[src/source/read_return.sv]
`timescale 1ns/1ps

module read_return #(
  parameter int WIDTH = 16,
  parameter int NUMRDPT = 2,
  parameter int NUMVBNK = 4,
  parameter int SRAM_DELAY = 2,
  parameter int FLOPOUT = 1,
  localparam int BITVBNK = (NUMVBNK > 1) ? $clog2(NUMVBNK) : 1
) (
  input  logic                             rd_clk,
  input  logic                             wr_rst,
  input  logic [NUMRDPT-1:0]               rd_req,
  input  logic [NUMRDPT*BITVBNK-1:0]       rd_bank,
  input  logic [NUMRDPT*NUMVBNK*WIDTH-1:0] bank_dout,
  output logic [NUMRDPT-1:0]               rd_vld,
  output logic [NUMRDPT*WIDTH-1:0]         rd_dout
);

  logic [NUMRDPT-1:0]         req_dly  [SRAM_DELAY+1];
  logic [NUMRDPT*BITVBNK-1:0] bank_dly [SRAM_DELAY+1];
  logic [NUMRDPT*WIDTH-1:0]   sel_dout;

  assign req_dly[0]  = rd_req;
  assign bank_dly[0] = rd_bank;

  // track each request alongside the sram pipe
  for (genvar s = 0; s < SRAM_DELAY; s++) begin : g_dly
    always_ff @(posedge rd_clk) begin
      if (wr_rst) begin
        req_dly[s+1] <= '0;
      end else begin
        req_dly[s+1] <= req_dly[s];
      end
    end

    always_ff @(posedge rd_clk) begin
      bank_dly[s+1] <= bank_dly[s];
    end
  end

  for (genvar p = 0; p < NUMRDPT; p++) begin : g_sel
    logic [BITVBNK-1:0] bnk;

    assign bnk = bank_dly[SRAM_DELAY][p*BITVBNK +: BITVBNK];
    assign sel_dout[p*WIDTH +: WIDTH] = bank_dout[(int'(bnk)*NUMRDPT+p)*WIDTH +: WIDTH];
  end

  if (FLOPOUT != 0) begin : g_flopout
    always_ff @(posedge rd_clk) begin
      if (wr_rst) begin
        rd_vld <= '0;
      end else begin
        rd_vld <= req_dly[SRAM_DELAY];
      end
    end

    always_ff @(posedge rd_clk) begin
      rd_dout <= sel_dout;
    end
  end else begin : g_noflop
    assign rd_vld  = req_dly[SRAM_DELAY];
    assign rd_dout = sel_dout;
  end

endmodule

[config.mk]
export PLATFORM = sky130hd
export DESIGN_NAME = read_return
export DESIGN_NICKNAME = d
export VERILOG_FILES = /design/src/source/read_return.sv
export SDC_FILE = /design/constraint.sdc
export NUM_CORES = 1
export LEC_CHECK = 0
export BUFFER_PORTS_ARGS = -buffer_cell sky130_fd_sc_hd__buf_2
export CAP_MARGIN = 20
export CELL_PAD_IN_SITES_DETAIL_PLACEMENT = 0
export CELL_PAD_IN_SITES_GLOBAL_PLACEMENT = 1
export CORE_ASPECT_RATIO = 0.5
export CORE_MARGIN = 2
export CORE_UTILIZATION = 24
export CTS_BUF_LIST = sky130_fd_sc_hd__clkbuf_16
export CTS_CLUSTER_DIAMETER = 30
export CTS_CLUSTER_SIZE = 40
export DETAILED_ROUTE_END_ITERATION = 6
export GPL_TIMING_DRIVEN = 0
export HOLD_SLACK_MARGIN = 0.02
export PLACE_DENSITY = 0.85
export SLEW_MARGIN = 20
export SYNTH_ARGS = -nofsm -noshare
export SYNTH_HDL_FRONTEND = slang
export SYNTH_SLANG_ARGS = --single-unit
[constraint.sdc]
create_clock -name rd_clk -period 1.1 [get_ports rd_clk]
set_input_delay 0.22 -clock rd_clk [delete_from_list [all_inputs] [get_ports rd_clk]]
set_output_delay 0.22 -clock rd_clk [all_outputs]
set_load 0.02 [all_outputs]
==> qor.yml <==
outcome: "finished with violations"
violations: "negative setup slack"
cts_tree: "done"
dr.pass1.iters: 4
route.detailed.drc: 0
yosys-mux-area-fraction: 0.424
drt_wl_total_microns: 5650
synth_seq_cells: 46
dr_total_vias: 1555
max_freq_mhz: 819
initial_utilization: 0.247
cts_buffers: 5
worstHoldStart: "rd_bank[0]"
cap_violations: 0
fin_skew_ps: 4.07
wl_per_cell_microns: 15.1
synth_xor_area_frac: 0
setup_viol: 32
worstPathArrival_ps: 1380
grt_use_total: 0.131
pre_cts_ws_ps: -160
nets: 413
worstMarginPinSlew_ps: 158
r2r_end: "rd_dout[9]"
cp-startpoint: "bank_dly[0]"
finalCritPeriodShare: 1.11
viasPerCell: 4.16
drt-initial-drc-count: 54
timing.rr.start: "bank_dly[0]"
p_total_mw: 4.39
yosys.area_share.adder: 0
hold_path_depth: 1
top_usage_layer: "met2"
use_met2: 0.235
layout.cells.non_filler: 374
yosysSeqAreaShare: 0.510
powerDensity_mw_per_mm2: 1450
use_met1: 0.151
synthesis.area_sq_mm: 0.00181
r2r_cells: 3
num_rows: 22
grt_pass1_vias: 1681
end_kind: "flop"
design_area_sq_mm: 0.00302
placed_cells: 357
hold_viol_final: 0
synth_compound_area_frac: 0
hpwl_microns: 4710
setup_tns_ps: -2670
ys_types: 7
portBuffers: 169
synth_top_family_by_area: "multiplexers"
rsz0062_at_grt: "true"
antenna_cells: 0
cpLargestDelayFamily: "multiplexers"
critical_path_required_ps: 1260
drive_above_1_share: 0.809
syn_to_final_growth_pct: 67.2
slew_headroom: 0.895
die_w_microns: 127
layout_setup_ws_ps: -121
rrSetupSlack_ps: -120
critPathSlowestCell: "mux4_2"
cts_buffer_depth: 2
path_buf_inv: 2
crit_path_cell_trace: "buf_8 > clkbuf_16 > mux4_2"
power.leakage_nw: 1.47
synth_simple_gate_area_frac: 0.0208
hold_path.class: "in -> reg"
drv_slew: 0
placed_area_sq_mm: 0.00278
grt_max_degree: 14
irDropWorstVdd_uv: 792
syn-mean-instance-area_sq_um: 19.6
yosys_warnings: 0
root_buffer: "clkbuf_16"
hold_path_end: "bank_dly[4]"
cts.htree.levels: 2
io_pins: 170
antenna_found_initial: 0
gp_congestion: 0.787
grt_pass1_wl_microns: 8290
criticalPathCategory: "reg -> reg"
drtAntennaViolNets: 0
core_sq_mm: 0.00732
cts_hold_buf: 0
synthCells: 92
crit_fanout: 8
cpPeakStageDelay_ps: 490
clk-insertion-delay-late_ps: 280
die_h_microns: 65.4
clock_sinks: 46
met3_usage: 0.0456
clk_transition_reported_paths_ps: 60
dieArea_sq_mm: 0.00828
period_minus_slack_ps: 1220
synth_nets: 228
overflow: 0
cp-start-kind: "flop"
==> Yosys cell counts <==
cell,count,area share
buf_12,2,0.022
buf_2,4,0.011
buf_6,2,0.012
dfxtp_1,46,0.51
mux4_1,12,0.17
mux4_2,20,0.25
nor2b_1,6,0.021
==> area by class of cell <==
class                   instances  area [sq um]
clock buffers                   5           125
well taps                      96           120
repair buffers                178           962
fillers                       723          4300
multi-input cells              38           762
plain buffers                   8          91.3
clock inverters                 3          37.5
flip-flops and latches         46           923
==> repair_timing <==
| item | CTS | global route |
|---|---|---|
| setup buffers | 2 | 5 |
| gates cloned | 1 | 1 |
| resized for setup | 10 | 9 |
| endpoints found under the setup margin | 32 | 32 |
==> power by group <==
part | internal [mW] | switching, mW
Combinational | 0.502 | 0.386
Clock | 1.06 | 0.594
Sequential | 1.82 | 0.0327
Total | 3.37 | 1.01
==> kinds of logic after synthesis <==
family                 after synthesis
multiplexers                        32
flip-flops                          46
buffers and inverters                8
AND/OR/NAND/NOR                      6
==> routing by layer <==
layer	up-vias	wire length, microns
met1	761	2270
met4	0	82
met5	-	0
li1	736	-
met3	10	295
met2	48	3000
==> sequential cells by signal, summed over array words and instances (netlist names) <==
signal,count
bank_dly,8
req_dly,4
rd_vld,2
rd_dout,32
==> cell usage in the layout (no fill, tap or decap), drive strengths merged <==
cell type  instances
dfxtp             46
buf              185
nor2b              6
bufinv             1
clkbuf             6
inv                2
mux4              32
==> worst max path at each step <==
stage / to / slack (ps) / cells after the start
6_report: rd_dout[9] / -120 / 3
5_1_grt: rd_dout[9] / -150 / 3
4_1_cts: rd_dout[14] / -140 / 3
3_5_place_dp: rd_dout[16] / -160 / 3
3_3_place_gp: rd_dout[27] / -130 / 3
2_1_floorplan: rd_dout[10] / -70 / 3
==> through the flow <==
stage                     utilization  hold slack (ps)
after detailed placement        0.379              312
after floorplan                     -              248
after CTS                       0.405             28.1
after global routing            0.413             21.3
final                           0.413             37.1
after global placement          0.379              311
Note: power is estimated with default switching activity, not from simulation.
