**src/common/mem_op_pkg.sv**
```systemverilog
package mem_op_pkg;

  // command seen by one bank copy in one cycle
  // bit 1 is the write part, bit 0 the read part
  typedef enum logic [1:0] {
    BANK_IDLE  = 2'b00,
    BANK_READ  = 2'b01,
    BANK_WRITE = 2'b10,
    BANK_RDWR  = 2'b11
  } bank_op_e;

endpackage

```
**src/source/addr_map.sv**
```systemverilog
`timescale 1ns/1ps

module addr_map #(
  parameter int WIDTH = 16,
  parameter int NUMRDPT = 2,
  parameter int NUMVBNK = 4,
  parameter int NUMVROW = 64,
  parameter int NUMADDR = 256,
  parameter int FLOPIN = 1,
  localparam int BITADDR = $clog2(NUMADDR),
  localparam int BITVBNK = (NUMVBNK > 1) ? $clog2(NUMVBNK) : 1,
  localparam int BITVROW = (NUMVROW > 1) ? $clog2(NUMVROW) : 1
) (
  input  logic                                rd_clk,
  input  logic                                wr_rst,
  input  logic                                write,
  input  logic [BITADDR-1:0]                  wr_adr,
  input  logic [WIDTH-1:0]                    din,
  input  logic [WIDTH-1:0]                    bw,
  input  logic [NUMRDPT-1:0]                  read,
  input  logic [NUMRDPT*BITADDR-1:0]          rd_adr,
  output mem_op_pkg::bank_op_e [NUMRDPT-1:0]  bank_op,
  output logic [BITVBNK-1:0]                  wr_bank,
  output logic [BITVROW-1:0]                  wr_row,
  output logic [WIDTH-1:0]                    wr_din,
  output logic [WIDTH-1:0]                    wr_bw,
  output logic [NUMRDPT-1:0]                  rd_req,
  output logic [NUMRDPT*BITVBNK-1:0]          rd_bank,
  output logic [NUMRDPT*BITVROW-1:0]          rd_row
);

  import mem_op_pkg::*;

  logic                       write_q;
  logic [BITADDR-1:0]         wr_adr_q;
  logic [NUMRDPT-1:0]         read_q;
  logic [NUMRDPT*BITADDR-1:0] rd_adr_q;

  if (FLOPIN != 0) begin : g_flopin
    always_ff @(posedge rd_clk) begin
      if (wr_rst) begin
        write_q <= 1'b0;
        read_q  <= '0;
      end else begin
        write_q <= write;
        read_q  <= read;
      end
    end

    always_ff @(posedge rd_clk) begin
      wr_adr_q <= wr_adr;
      wr_din   <= din;
      wr_bw    <= bw;
      rd_adr_q <= rd_adr;
    end
  end else begin : g_noflop
    assign write_q  = write;
    assign read_q   = read;
    assign wr_adr_q = wr_adr;
    assign wr_din   = din;
    assign wr_bw    = bw;
    assign rd_adr_q = rd_adr;
  end

  // banks interleave on the low address bits
  assign wr_bank = BITVBNK'(wr_adr_q % NUMVBNK);
  assign wr_row  = BITVROW'(wr_adr_q / NUMVBNK);
  assign rd_req  = read_q;

  for (genvar p = 0; p < NUMRDPT; p++) begin : g_port
    logic [BITADDR-1:0] adr;

    assign adr = rd_adr_q[p*BITADDR +: BITADDR];
    assign rd_bank[p*BITVBNK +: BITVBNK] = BITVBNK'(adr % NUMVBNK);
    assign rd_row[p*BITVROW +: BITVROW]  = BITVROW'(adr / NUMVBNK);
  end

  always_comb begin
    for (int p = 0; p < NUMRDPT; p++) begin
      case ({write_q, read_q[p]})
        2'b11:   bank_op[p] = BANK_RDWR;
        2'b10:   bank_op[p] = BANK_WRITE; // write lands in this copy too
        2'b01:   bank_op[p] = BANK_READ;
        default: bank_op[p] = BANK_IDLE;
      endcase
    end
  end

endmodule

```
**config.mk**
```make
export PLATFORM = sky130hd
export DESIGN_NAME = addr_map
export DESIGN_NICKNAME = d
export VERILOG_FILES = /design/src/common/mem_op_pkg.sv /design/src/source/addr_map.sv
export SDC_FILE = /design/constraint.sdc
export NUM_CORES = 1
export LEC_CHECK = 0
export BUFFER_PORTS_ARGS = -buffer_cell sky130_fd_sc_hd__buf_2
export CAP_MARGIN = 10
export CORE_MARGIN = 8
export CORE_UTILIZATION = 30
export CTS_CLUSTER_SIZE = 14
export DETAILED_ROUTE_END_ITERATION = 7
export PLACE_DENSITY = 0.69
export SETUP_SLACK_MARGIN = 0.1
export SLEW_MARGIN = 10
export SYNTH_ARGS = -nofsm -noshare
export SYNTH_HDL_FRONTEND = slang
export SYNTH_SLANG_ARGS = --single-unit
```
**constraint.sdc**
```tcl
create_clock -name rd_clk -period 0.8 [get_ports rd_clk]
set_clock_uncertainty 0.15 [all_clocks]
set_input_delay 0.04 -clock rd_clk [delete_from_list [all_inputs] [get_ports rd_clk]]
set_output_delay 0.04 -clock rd_clk [all_outputs]
set_load 0.005 [all_outputs]
```
==> results.toml, run 1 <==
[critical_path]
path_class = "reg2out"
slowest_stage = "dfxtp_2"
max_stage_delay_ns = 0.35
crit_path_end_kind = "primary output"
crit_required_ns = 0.61
start_kind = "flip-flop"
path_max_fanout = 2
worstPathArrival_ns = 0.77
cpLargestDelayFamily = "flip-flops"
path_buf_inv = 1
crit_chain = "buf_6"

[status]
failed_checks = "negative hold slack, negative setup slack"
status = "finished with violations"

[layout]
mostFrequentLayoutCells = "buf_2, dlygate4sd3_1, dfxtp_1"
drive_gt1_share_pct = 61.3
syn2layout_area_growth_pct = 127
nFillCells = 296
nets = 313
layout_commonest_cell = "buf_2"
post-route-cell-area_mm2 = 0.00275
antenna_cells = 0

[sta]
slew_violations = 0
final-setup-viol-count = 62
tightest_slew_ns = 0.105
fmax_mhz = 1040
finalCritPeriodShare_pct = 120
whs_ns = -0.224
hold_viol = 3
rsz0062_at_grt = "yes"
period_needed_ns = 0.962
finalSetupTns_ns = -8.22
relSlewSlack_pct = 93.0
finalWorstSetupSlack_ns = -0.162

[drt]
routedWlPerCell_um = 15.3
drt-total-wl_mm = 4.69
drtAntennaViolNets = 0
via_per_inst = 3.86
dr.pass1.iters = 3
num_vias = 1180
drc_errors = 0
drt-initial-drc-count = 29

[global_routing]
grt.total_usage_pct = 15.0
grt_overflow = 0
grt_max_degree = 10
grt_pass1_vias = 1361
antenna_found_initial = 0
grt_pass1_wl_mm = 6.86

[synthesis]
ys_seq_area_share_pct = 97.2
synth_fp_nets = 127
synth_top_area_cell = "dfxtp_1"
synth_area_mm2 = 0.00121
ys_ff_latch = 59
synth_top_area_share_pct = 97.2
yosys_warnings = 0
synth.avg_cell_area_um2 = 18.4
synth.top_cells.by_area = "dfxtp_1, nor2b_1, clkbuf_1"
yosysUniqueCellTypes = 3
syn_inst = 66

[power]
p_total_uw = 6190
p_leak_uw = 0.00136
powerDensity_mw_per_mm2 = 2250
max-vdd-ir-drop_v = 0.00162

[hold_path]
min_path_cells = 2
holdCritPathClass = "in2reg"
min_from = "read[0]"
min_to = "rd_req[0]"

[floorplanning]
die_h_um = 79.6
start_util_pct = 30.8
die_w_um = 79.6
ios = 123
core-area_mm2 = 0.00394
rows = 23
dieArea_mm2 = 0.00634

[placement]
place_ws_ns = 0.178
dpl_cell_area_mm2 = 0.00187
gp_congestion = 0.670
numPortBuffers = 122
dpl.hpwl_mm = 2.90

[clock_tree]
hold_buffers = 57
post-cts-setup-buffer-count = 0
numCtsBuffers = 9
cts_sinks = 59
cts-root-buf = "clkbuf_8"
htree_levels = 3
cts.path.max_buffers = 2
clk_pin_slew_ns = 0.06
cts_tree = "built"

[job]
cap_violations = 0
==> through the flow <==
stage,instances,util [%]
after floorplan,66,-
after global placement,234,47.5
after detailed placement,234,47.5
after CTS,306,66.8
after global routing,306,69.8
final,306,69.8
==> layer usage <==
metal  wire length, µm  global-route usage, %
met5                 0                      0
met4                93                   10.2
met3               520                   8.22
met2              2680                   27.1
met1              1390                   11.9
==> registers in the layout, indices dropped and copies added, names as in the netlist <==
signal / count
wr_adr_q: 8
rd_req: 2
wr_bw: 16
wr_din: 16
rd_adr_q: 16
write_q: 1
==> area by class of cell <==
class	instances	area, µm²	area share, %
tap	50	62.6	2.27
clock buffer	13	169	6.14
sequential	59	1210	43.8
timing repair buffer	179	1280	46.6
clock inverter	2	10.0	0.364
multi-input combinational	3	21.3	0.773
==> worst max-delay path by stage <==
| stage | slack (ns) | cells after the start | startpoint | end |
|---|---|---|---|---|
| after floorplan | 0.19 | 1 | rd_req[0] | bank_op[0] |
| after global placement | 0.19 | 1 | rd_req[1] | bank_op[2] |
| after detailed placement | 0.18 | 1 | rd_req[0] | rd_req[0] |
| after CTS | -0.18 | 1 | rd_req[0] | rd_req[0] |
| after global routing | -0.20 | 1 | rd_req[1] | rd_req[1] |
| final | -0.16 | 1 | rd_req[0] | rd_req[0] |
==> where the power goes <==
part / switching, µW / leakage (µW) / internal, µW
Combinational: 176 / 0.000770 / 438
Sequential: 49.2 / 0.000498 / 3110
Clock: 1060 / 0.0000953 / 1350
Total: 1290 / 0.00136 / 4900
==> Yosys cell counts <==
library cell	instances
dfxtp_1	59
clkbuf_1	4
nor2b_1	3
==> timing repair <==
action / in CTS / in global routing
resized for setup: 6 / 32
endpoints found under the setup margin: 62 / 65
cloned: 0 / 0
hold endpoints to repair: 59 / 3
==> logic make-up after synthesis <==
family	count (synthesis)	share of synthesized area, %
buffers and inverters	4	1.24
flip-flops	59	97.2
AND/OR/NAND/NOR	3	1.54
(Power assumes the default switching activity.)
==> inputs of run 2 (changes only) <==
--- a/config.mk
+++ b/config.mk
@@ -8,10 +8,10 @@
 export BUFFER_PORTS_ARGS = -buffer_cell sky130_fd_sc_hd__buf_2
 export CAP_MARGIN = 10
 export CORE_MARGIN = 8
-export CORE_UTILIZATION = 30
+export CORE_UTILIZATION = 36
 export CTS_CLUSTER_SIZE = 14
 export DETAILED_ROUTE_END_ITERATION = 7
-export PLACE_DENSITY = 0.69
+export PLACE_DENSITY = 0.78
 export SETUP_SLACK_MARGIN = 0.1
 export SLEW_MARGIN = 10
 export SYNTH_ARGS = -nofsm -noshare
==> constraint.sdc (replaced) <==
create_clock -name rd_clk -period 1.2 [get_ports rd_clk]
set_clock_uncertainty 0.15 [all_clocks]
set_input_delay 0.06 -clock rd_clk [delete_from_list [all_inputs] [get_ports rd_clk]]
set_output_delay 0.06 -clock rd_clk [all_outputs]
set_load 0.005 [all_outputs]
==> results.toml, run 2 (synthesized netlist as in run 1, its figures left out) <==
[status]
status = "completed"

[power]
max-vdd-ir-drop_v = 0.000971
p_total_uw = 3680
p_sw_uw = 772
p_leak_uw = 0.00131
swShare_pct = 21.0
powerDensity_mw_per_mm2 = 1420
power.clock.fraction_pct = 32.8
pwr-share-comb_pct = 10.5
p_int_uw = 2910
p_seq_share_pct = 56.7

[critical_path]
max_stage_delay_ns = 0.33
cpLargestDelayFamily = "flip-flops"
path_max_fanout = 1
crit_path_end_kind = "primary output"
worstPathArrival_ns = 0.81
crit_chain = "buf_2"
slowest_stage = "dfxtp_1"
start_kind = "flip-flop"
path_buf_inv = 1
path_class = "reg2out"
crit_required_ns = 0.99

[drt]
wl_met2_mm = 2.51
via_per_inst = 3.92
drc_errors = 0
routed.top_layer = "met4"
dr.pass1.iters = 4
drtAntennaViolNets = 0
wl_met1_mm = 1.40
routed-wl-met3_um = 580
drt-total-wl_mm = 4.62
num_vias = 1196
drt-initial-drc-count = 33
routedWlPerCell_um = 15.2

[global_routing]
grt.total_usage_pct = 16.6
grt_pass1_wl_mm = 6.56
antenna_found_initial = 0
grt_pass1_vias = 1384
grt_overflow = 0
grt_max_degree = 10

[clock_tree]
cts-root-buf = "clkbuf_4"
clk_pin_slew_ns = 0.09
numCtsBuffers = 9
cts_tree = "built"
htree_levels = 3
post-cts-setup-buffer-count = 0
cts_sinks = 59
cts.path.max_buffers = 2

[placement]
dpl_cell_area_mm2 = 0.00187
dpl.hpwl_mm = 2.78
numPortBuffers = 122
place_ws_ns = 0.574
gp_congestion = 0.660

[layout]
antenna_cells = 0
largestRegisters = "rd_adr_q: 16 flops, wr_bw: 16 flops, wr_din: 16 flops"
post-route-cell-area_mm2 = 0.00259
syn2layout_area_growth_pct = 113
mostFrequentLayoutCells = "buf_2, dlygate4sd3_1, dfxtp_1"
drive_gt1_share_pct = 52.5
area.sequential_mm2 = 0.00118
nets = 316
multi_input_area_um2 = 18.8
nFillCells = 193
layout_commonest_cell = "buf_2"

[sta]
tightest_slew_ns = 0.116
period_needed_ns = 1.02
finalCritPeriodShare_pct = 85.2
relSlewSlack_pct = 92.3
hold_viol = 0
fmax_mhz = 978
slew_violations = 0
final-setup-viol-count = 0
finalSetupTns_ns = 0
whs_ns = 0.165
finalWorstSetupSlack_ns = 0.177
rsz0062_at_grt = "no"

[floorplanning]
core-area_mm2 = 0.00328
start_util_pct = 37.0
rows = 21
dieArea_mm2 = 0.00549
die_h_um = 74.1
die_w_um = 74.1
ios = 123

[job]
cap_violations = 0

[hold_path]
holdCritPathClass = "in2reg"
min_from = "bw[2]"
min_path_cells = 2
min_to = "wr_bw[2]"
run 2: changes by cell type in the layout (fill, tap and decap cells not counted), sizes merged:
cell	previous run	this run
dlygate4sd3	56	60
dlymetal6s4s	1	0
run 2: timing repair:
| action | 4_1_cts | 5_1_grt |
|---|---|---|
| gates resized for setup | 0 | 0 |
| endpoints found under the hold margin | 59 | 0 |
| hold buffers | 60 | 0 |
run 2: stage by stage:
stage          cells  util, %
6_report         305     78.9
5_1_grt          305     78.9
4_1_cts          305     78.9
3_5_place_dp     230     56.9
3_3_place_gp     230     56.9
2_1_floorplan     66        -
run 2: per-layer routing:
metal	vias up	track usage, %
met5	-	0
met3	16	8.89
met4	0	10.4
li1	577	-
met2	75	31.3
met1	528	12.6
run 2: area by class of cell:
class | instances | share of cell area (%)
repair buffers | 182 | 46.7
flip-flops and latches | 59 | 45.6
clock buffers | 13 | 4.35
well taps | 46 | 2.22
multi-input cells | 3 | 0.724
clock inverters | 2 | 0.386
run 2: power by group through the flow:
| stage | Clock (µW) | Sequential (µW) | Combinational (µW) |
|---|---|---|---|
| after floorplan | 0 | 2150 | 8.69 |
| after global placement | 0 | 2130 | 224 |
| after detailed placement | 0 | 2130 | 229 |
| after CTS | 1240 | 2090 | 379 |
| after global routing | 1350 | 2100 | 416 |
| final | 1210 | 2090 | 386 |
run 2: worst max-delay path by stage:
stage / to / startpoint / cells after the start / slack, ns
after global placement: rd_req[1] / rd_req[1] / 1 / 0.59
after floorplan: bank_op[0] / rd_req[0] / 1 / 0.57
final: wr_bank[1] / wr_adr_q[1] / 1 / 0.18
after global routing: bank_op[0] / rd_req[0] / 1 / 0.10
after CTS: wr_din[13] / wr_din[13] / 1 / 0.16
after detailed placement: bank_op[1] / write_q / 1 / 0.57
==> inputs of run 3 (changes only) <==
--- a/config.mk
+++ b/config.mk
@@ -7,8 +7,10 @@
 export LEC_CHECK = 0
 export BUFFER_PORTS_ARGS = -buffer_cell sky130_fd_sc_hd__buf_2
 export CAP_MARGIN = 10
+export CELL_PAD_IN_SITES_DETAIL_PLACEMENT = 0
+export CELL_PAD_IN_SITES_GLOBAL_PLACEMENT = 1
 export CORE_MARGIN = 8
-export CORE_UTILIZATION = 36
+export CORE_UTILIZATION = 26
 export CTS_CLUSTER_SIZE = 14
 export DETAILED_ROUTE_END_ITERATION = 7
 export PLACE_DENSITY = 0.78
==> results.toml, run 3 (synthesized netlist as in run 1, its figures left out) <==
[status]
status = "completed"

[placement]
gp_congestion = 0.626
dp_cells = 238
dpl_cell_area_mm2 = 0.00188
numPortBuffers = 122
dpl.hpwl_mm = 2.87

[clock_tree]
numCtsBuffers = 9
cts.path.max_buffers = 2
cts-root-buf = "clkbuf_8"
cts_sinks = 59
clk_pin_slew_ns = 0.06
cts_tree = "built"
htree_levels = 3

[global_routing]
grt_overflow = 0
antenna_found_initial = 0
grt_max_degree = 10
grt_pass1_vias = 1381
grt.total_usage_pct = 11.7
grt_pass1_wl_mm = 6.49

[sta]
rsz0062_at_grt = "no"
final-setup-viol-count = 0
finalCritPeriodShare_pct = 80.6
tightest_slew_ns = 0.101
fmax_mhz = 1030
relSlewSlack_pct = 93.2
slew_violations = 0
period_needed_ns = 0.968
finalSetupTns_ns = 0
hold_viol = 0

[floorplanning]
ios = 123
die_w_um = 84.4
start_util_pct = 26.4
die_h_um = 84.4
dieArea_mm2 = 0.00712
rows = 25
core-area_mm2 = 0.00460

[layout]
antenna_cells = 0
final_cells = 314
post-route-cell-area_mm2 = 0.00265
largestRegisters = "rd_adr_q: 16 flops, wr_bw: 16 flops, wr_din: 16 flops"
nFillCells = 378
layout_commonest_cell = "buf_2"
mostFrequentLayoutCells = "buf_2, dlygate4sd3_1, dfxtp_1"
nets = 316
syn2layout_area_growth_pct = 118
post-route-util_pct = 57.7
drive_gt1_share_pct = 51.9

[drt]
routedWlPerCell_um = 13.4
drtAntennaViolNets = 0
drt-initial-drc-count = 15
drt-total-wl_mm = 4.20
num_vias = 1165
via_per_inst = 3.71
drc_errors = 0
dr.pass1.iters = 4

[critical_path]
cpLargestDelayFamily = "flip-flops"
path_max_fanout = 2
start_kind = "flip-flop"
path_class = "reg2out"
worstPathArrival_ns = 0.76
path_buf_inv = 1
crit_required_ns = 0.99
setup.worst_path.start = "write_q"
crit_path_end_kind = "primary output"
slowest_stage = "dfxtp_1"
crit_chain = "buf_2"
max_stage_delay_ns = 0.32

[hold_path]
min_path_cells = 2
min_from = "rd_adr[11]"
holdCritPathClass = "in2reg"
min_to = "rd_adr_q[11]"

[power]
powerDensity_mw_per_mm2 = 1510
max-vdd-ir-drop_v = 0.000941
p_leak_uw = 0.00133
p_total_uw = 4000

[job]
cap_violations = 0
-- run 3: cell type report --
type	count	area (µm²)	share of cell area (%)
clock buffer	14	163	6.13
tap	54	67.6	2.55
multi-input combinational	3	18.8	0.708
clock inverter	2	10.0	0.378
timing repair buffer	182	1210	45.7
sequential	59	1180	44.5
-- run 3: per-stage QoR --
| step | hold WS [ns] | worst slack, ns |
|---|---|---|
| after floorplan | -0.0623 | 0.569 |
| after global placement | 0.0122 | 0.577 |
| after detailed placement | 0.0136 | 0.571 |
| after CTS | 0.195 | 0.210 |
| after global routing | 0.205 | 0.182 |
| final | 0.220 | 0.232 |
-- run 3: timing repair --
action,in CTS,in global routing
endpoints found under the hold margin,59,0
hold buffers,60,0
resized for setup,0,0
setup buffers,0,0
-- run 3: report_power, final --
part           leakage, µW  switching [µW]  internal, µW
Combinational     0.000742             114           266
Sequential        0.000498            23.5          2070
Clock            0.0000905             674           857
Total              0.00133             812          3190
-- run 3: worst max-delay path by stage --
stage,end,slack (ns),cells after the start
2_1_floorplan,bank_op[0],0.57,1
3_3_place_gp,rd_row[5],0.58,1
3_5_place_dp,wr_bw[7],0.57,1
4_1_cts,bank_op[3],0.21,1
5_1_grt,bank_op[0],0.18,1
6_report,bank_op[3],0.23,1
-- run 3: layer usage --
layer / vias to the layer above / part of all wire, % / GRT usage [%]
li1: 575 / - / -
met1: 509 / 34 / 9.72
met2: 74 / 53 / 20.7
met3: 7 / 12 / 7.16
met4: 0 / 1.1 / 6.94
met5: - / 0 / 0
